--- src/verilog/sample_pkg.sv ---
package sample_pkg;

  // One input or output sample
  localparam int SAMPLE_WIDTH = 16;

  // Eight samples add at most three bits of growth
  localparam int SUM_WIDTH = SAMPLE_WIDTH + 3;

  typedef logic signed [SAMPLE_WIDTH-1:0] sample_t;

  typedef logic signed [SUM_WIDTH-1:0] sum_t;

  // Sign extend a sample to the width of a block sum
  function automatic sum_t widen(sample_t s);
    return sum_t'(s);
  endfunction

  // Drop the growth bits, two's complement wrap
  function automatic sample_t wrap(sum_t s);
    return sample_t'(s[SAMPLE_WIDTH-1:0]);
  endfunction

endpackage
--- src/verilog/block_pkg.sv ---
package block_pkg;

  import sample_pkg::*;

  // Block geometry
  localparam int N_SAMPLES = 8;
  localparam int LOG2_N = $clog2(N_SAMPLES);

  // Position of a sample inside a block
  typedef logic [LOG2_N-1:0] index_t;

  // Slot of the last sample in a block
  localparam index_t LAST_INDEX = index_t'(N_SAMPLES - 1);

  // Element 0 holds the first sample received
  typedef struct packed {
    sample_t [N_SAMPLES-1:0] samples;
  } block_t;

endpackage

--- src/verilog/block_deserializer.sv ---
`timescale 1ns/100ps

module block_deserializer
  import sample_pkg::*;
  import block_pkg::*;
(
  input  logic    clk,
  input  logic    reset,

  input  sample_t in_sample,
  input  logic    in_val,
  output logic    in_rdy,

  output block_t  des_block,
  output logic    des_val,
  input  logic    des_rdy
);

  index_t index;
  logic   full;
  logic   accept;
  logic   take;
  logic   last_slot;
  block_t block_q;

  // No new samples while a complete block waits downstream
  assign in_rdy = !full;

  assign accept    = in_val && in_rdy;
  assign take      = des_val && des_rdy;
  assign last_slot = (index == LAST_INDEX);

  assign des_block = block_q;
  assign des_val   = full;

  // Slot write pointer
  always_ff @(posedge clk) begin
    if (reset) begin
      index <= '0;
    end else if (accept) begin
      index <= index + 1'b1;
    end
  end

  // Set when the last slot is written, cleared by the downstream transfer
  always_ff @(posedge clk) begin
    if (reset) begin
      full <= 1'b0;
    end else if (accept && last_slot) begin
      full <= 1'b1;
    end else if (take) begin
      full <= 1'b0;
    end
  end

  // Sample storage
  always_ff @(posedge clk) begin
    if (accept) begin
      block_q.samples[index] <= in_sample;
    end
  end

endmodule

--- src/verilog/block_serializer.sv ---
`timescale 1ns/100ps

module block_serializer
  import sample_pkg::*;
  import block_pkg::*;
(
  input  logic    clk,
  input  logic    reset,

  input  block_t  dc_block,
  input  logic    dc_val,
  output logic    dc_rdy,

  output sample_t out_sample,
  output logic    out_val,
  input  logic    out_rdy
);

  typedef enum logic {
    LOAD,
    SEND
  } state_t;

  state_t state;
  state_t state_next;
  index_t index;
  index_t index_next;
  logic   load_en;
  logic   send_xfer;
  block_t block_q;

  // Outputs follow the state only, never the handshake inputs
  always_comb begin
    case (state)
      LOAD: begin
        dc_rdy  = 1'b1;
        out_val = 1'b0;
      end
      SEND: begin
        dc_rdy  = 1'b0;
        out_val = 1'b1;
      end
      default: begin
        dc_rdy  = 1'b1;
        out_val = 1'b0;
      end
    endcase
  end

  assign load_en   = dc_val && dc_rdy;
  assign send_xfer = out_val && out_rdy;

  always_comb begin
    state_next = state;
    index_next = index;
    case (state)
      LOAD: begin
        index_next = '0;
        if (dc_val) begin
          state_next = SEND;
        end
      end
      SEND: begin
        // Index holds while the receiver stalls
        if (send_xfer) begin
          if (index == LAST_INDEX) begin
            state_next = LOAD;
            index_next = '0;
          end else begin
            index_next = index + 1'b1;
          end
        end
      end
      default: begin
        state_next = LOAD;
        index_next = '0;
      end
    endcase
  end

  always_ff @(posedge clk) begin
    if (reset) begin
      state <= LOAD;
      index <= '0;
    end else begin
      state <= state_next;
      index <= index_next;
    end
  end

  // Block capture, only in the load state
  always_ff @(posedge clk) begin
    if (load_en) begin
      block_q <= dc_block;
    end
  end

  assign out_sample = block_q.samples[index];

endmodule

--- src/verilog/dc_block_top.sv ---
`timescale 1ns/100ps

module dc_block_top
  import sample_pkg::*;
  import block_pkg::*;
(
  input  logic    clk,
  input  logic    reset,

  input  sample_t in_sample,
  input  logic    in_val,
  output logic    in_rdy,

  output sample_t out_sample,
  output logic    out_val,
  input  logic    out_rdy
);

  // Deserializer to DC remover
  block_t des_block;
  logic   des_val;
  logic   des_rdy;

  // DC remover to serializer
  block_t dc_block;
  logic   dc_val;
  logic   dc_rdy;

  block_deserializer block_deserializer_i (
    .clk       (clk),
    .reset     (reset),
    .in_sample (in_sample),
    .in_val    (in_val),
    .in_rdy    (in_rdy),
    .des_block (des_block),
    .des_val   (des_val),
    .des_rdy   (des_rdy)
  );

  dc_remover dc_remover_i (
    .clk       (clk),
    .reset     (reset),
    .des_block (des_block),
    .des_val   (des_val),
    .des_rdy   (des_rdy),
    .dc_block  (dc_block),
    .dc_val    (dc_val),
    .dc_rdy    (dc_rdy)
  );

  block_serializer block_serializer_i (
    .clk        (clk),
    .reset      (reset),
    .dc_block   (dc_block),
    .dc_val     (dc_val),
    .dc_rdy     (dc_rdy),
    .out_sample (out_sample),
    .out_val    (out_val),
    .out_rdy    (out_rdy)
  );

endmodule

--- src/verilog/dc_remover.sv ---
`timescale 1ns/100ps

module dc_remover
  import sample_pkg::*;
  import block_pkg::*;
(
  input  logic   clk,
  input  logic   reset,

  input  block_t des_block,
  input  logic   des_val,
  output logic   des_rdy,

  output block_t dc_block,
  output logic   dc_val,
  input  logic   dc_rdy
);

  logic   valid_q;
  logic   accept;
  sum_t   block_sum;
  sum_t   mean;
  sample_t mean_sample;
  block_t corrected;
  block_t block_q;

  // Single slot: free when empty or when the held block leaves this cycle
  assign des_rdy = !valid_q || dc_rdy;
  assign accept  = des_val && des_rdy;

  assign dc_block = block_q;
  assign dc_val   = valid_q;

  // Sum of the incoming block
  always_comb begin
    block_sum = '0;
    for (int i = 0; i < N_SAMPLES; i++) begin
      block_sum = block_sum + widen(des_block.samples[i]);
    end
  end

  // Arithmetic shift gives floor division, so -1 / 8 rounds to -1
  assign mean        = block_sum >>> LOG2_N;
  assign mean_sample = wrap(mean);

  // Subtract the mean from every sample, results wrap at 16 bits
  always_comb begin
    for (int i = 0; i < N_SAMPLES; i++) begin
      corrected.samples[i] = des_block.samples[i] - mean_sample;
    end
  end

  always_ff @(posedge clk) begin
    if (reset) begin
      valid_q <= 1'b0;
    end else if (accept) begin
      valid_q <= 1'b1;
    end else if (dc_rdy) begin
      valid_q <= 1'b0;
    end
  end

  always_ff @(posedge clk) begin
    if (accept) begin
      block_q <= corrected;
    end
  end

endmodule

--- config.mk ---
export PLATFORM = sky130hd
export DESIGN_NAME = dc_block_top
export DESIGN_NICKNAME = d
export VERILOG_FILES = /design/src/verilog/sample_pkg.sv /design/src/verilog/block_pkg.sv /design/src/verilog/block_deserializer.sv /design/src/verilog/block_serializer.sv /design/src/verilog/dc_block_top.sv /design/src/verilog/dc_remover.sv
export SDC_FILE = /design/constraint.sdc
export NUM_CORES = 1
export LEC_CHECK = 0
export BUFFER_PORTS_ARGS = -buffer_cell sky130_fd_sc_hd__clkbuf_2
export CORE_ASPECT_RATIO = 0.8
export CORE_MARGIN = 2
export CORE_UTILIZATION = 35
export CTS_CLUSTER_DIAMETER = 30
export DETAILED_ROUTE_END_ITERATION = 10
export PLACE_DENSITY = 0.48
export SYNTH_ARGS = -nofsm -noshare
export SYNTH_HDL_FRONTEND = slang
export SYNTH_SLANG_ARGS = --single-unit
--- constraint.sdc ---
create_clock -name clk -period 9.69 [get_ports clk]
set_input_delay 0.4845 -clock clk [delete_from_list [all_inputs] [get_ports clk]]
set_output_delay 0.4845 -clock clk [all_outputs]
set_load 0.1 [all_outputs]
==> flow_summary.json <==
{
  "finClkSkew_ns": 0.0177,
  "drcViolationCount": 0,
  "synth.most_common_cell": "edfxtp_1",
  "synthCells": 1577,
  "first_pass_iters": 5,
  "grt_max_degree": 68,
  "tritoncts": "built",
  "crit_fanout": 8,
  "worstSkewPairLatency_ns": 0.61,
  "antenna_found_initial": 5,
  "synth_fp_nets": 1814,
  "diodes": 0,
  "clkSlewWorstSetupHoldPaths_ns": 0.04,
  "nets": 1947,
  "grt_pass1_wl_mm": 81.6,
  "min_path_type": "input pin to flip-flop",
  "reg2reg_depth": 30,
  "synth_top_cell_by_area": "edfxtp_1",
  "slowest_delay_ns": 0.59,
  "antenna_left": 0,
  "post_cts_buffers": 0,
  "status": "complete, no violations",
  "muxShareOfSynthArea_pct": 4.46,
  "grt.total_usage_pct": 17.6,
  "synth-edff-count": 384,
  "clock_path_buffers": 3,
  "yosysUniqueCellTypes": 71,
  "path_delay_family": "adder cells",
  "io_pins": 38,
  "cts-buffers-inserted": 87,
  "synthXorXnorAreaFrac_pct": 6.84,
  "path_class": "flip-flop to flip-flop",
  "synthToLayoutAreaGrowth_pct": 19.9,
  "rows": 81,
  "hold_viol": 0,
  "slowest_stage": "fa_1",
  "fin_crit_sh_pct": 89.1,
  "fmax_mhz": 116,
  "avgSynthCellArea_um2": 13.8,
  "yosys_register_bits": 393,
  "yosys_warnings": 0,
  "regArea_um2": 11700,
  "crit_arrival_ns": 8.98,
  "initial_core_util_pct": 35.5,
  "multi_input_area_um2": 9420,
  "r2r-start": "block_deserializer_i.des_block[2]",
  "root_buffer": "clkbuf_16",
  "critPathCaptureType": "flip-flop",
  "die_w_um": 283,
  "yosysTopAreaCellShare_pct": 53.0,
  "synthSimpleGateAreaFrac_pct": 6.39,
  "wire_per_inst_um": 20.9,
  "synth-seq-area-share_pct": 53.8,
  "synth_adder_area_share_pct": 17.4,
  "syn_area_um2": 21800,
  "cts.repair.resized": 0,
  "dp_hpwl_mm": 42.5,
  "synth-compound-area-share_pct": 7.82,
  "tightest_slew_ns": 0.930,
  "layout-drive-gt1-share_pct": 17.7,
  "cap_violations": 0,
  "max_slew_margin_pct": 38.0,
  "viasPerCell": 4.94,
  "worstPathRequired_ns": 10.04,
  "postCtsHoldBufs": 0,
  "clock_sinks": 393,
  "die_area_um2": 64200,
  "grt_pass1_vias": 12900,
  "finalSetupTns_ns": 0,
  "whs_path_depth": 2,
  "ys_top_cells_by_area": "edfxtp_1 53%, fa_1 8.6%, ha_1 7.1%, xnor2_1 4.8%, mux4_2 3.3%",
  "slew_violations": 0,
  "synthTopCellsByCount": "384 x edfxtp_1, 158 x inv_1, 124 x ha_1",
  "min_delay_worst_endpoint": "block_deserializer_i.des_val",
  "drt-total-wl_mm": 54.5,
  "startpoint": "block_deserializer_i.des_block[2]",
  "grt_overflow": 0,
  "setup-violations-final": 0,
  "fin_crit_ns": 8.63,
  "synth_top_family_by_area": "adder cells",
  "r2r_slack_ns": 1.06,
  "synth_ff_type": "edfxtp_1",
  "h-tree-depth": 3,
  "io_buffers": 37,
  "cp-start-kind": "flip-flop",
  "vias": 12900,
  "grt_setup_unrepaired": "false",
  "whs_ns": 0.176,
  "place.gp.congestion": 0.850,
  "async_flop_share_pct": 0,
  "r2r-end": "dc_remover_i.dc_block[126]",
  "chipHeight_um": 227,
  "drt_iter0_drc": 1002,
  "fillers": 5563,
  "min_from": "reset",
  "core_area_um2": 61300,
  "crit_buf_inv": 2
}
flip-flops by register name, summed over array words and instances, names as in the netlist:
name	cells
block_deserializer_i.des_block	128
block_serializer_i.block_q	128
dc_remover_i.dc_block	128
block_deserializer_i.index	3
block_serializer_i.index	3
block_deserializer_i.des_val	1
block_serializer_i.state	1
dc_remover_i.dc_val	1
through the flow:
stage / cells / worst slack, ns / util, % / instance area, um^2
after global routing: 2610 / 0.388 / 42.6 / 26100
after CTS: 2610 / 1.04 / 42.6 / 26100
after floorplan: 1577 / 1.68 / - / 21800
after detailed placement: 2451 / 1.10 / 37.8 / 23200
after global placement: 2451 / 1.16 / 37.8 / 23200
final: 2610 / 1.06 / 42.6 / 26100
metal layers:
metal  global-route usage [%]  wire (um)  vias up
met4                     4.32        874        0
li1                         -          -     6071
met3                     3.40       2730       70
met2                     21.8      20100      278
met1                     30.0      30700     6482
met5                        0          0        -
kinds of logic after synthesis:
| logic type | after synthesis |
|---|---|
| XOR/XNOR | 169 |
| multiplexers | 55 |
| AND/OR/NAND/NOR | 292 |
| buffers and inverters | 183 |
| AO/OA/AOI/OAI | 233 |
| adder cells (fa/ha/maj) | 252 |
| flip-flops | 393 |
cell type report:
cell class | count | share of cell area, %
Clock inverter | 54 | 2.46
Multi-Input combinational cell | 1001 | 36.1
Sequential cell | 393 | 44.9
Tap cell | 830 | 3.98
Clock buffer | 105 | 8.68
Timing Repair Buffer | 69 | 1.63
Inverter | 158 | 2.27
worst max-delay path by stage:
stage	cells past startpoint	endpoint
3_5_place_dp	32	dc_remover_i.dc_block[126]
2_1_floorplan	29	dc_remover_i.dc_block[126]
6_report	30	dc_remover_i.dc_block[126]
4_1_cts	32	dc_remover_i.dc_block[126]
3_3_place_gp	32	dc_remover_i.dc_block[126]
5_1_grt	33	dc_remover_i.dc_block[126]
cells in the final DEF (no fill, tap or decap), types with 11 or more instances in the layout:
master and instances:
a21o_1 19, a21oi_1 54, buf_4 32, bufinv_16 11
clkbuf_1 17, clkbuf_16 88, clkbuf_2 37, clkinv_2 12
clkinvlp_4 12, edfxtp_1 384, fa_1 93, ha_1 124
inv_1 158, maj3_1 15, maj3_2 20, mux2_2 16
mux4_2 32, nand2_1 57, nand2b_1 12, nand3_1 34
nor2_1 87, nor2b_1 19, nor3_1 32, o211ai_1 15
o21a_1 15, o21ai_0 31, xnor2_1 117, xor2_1 49
Power is not shown: default switching activity piles up to over one toggle a cycle in this logic, so the estimate is an artifact.
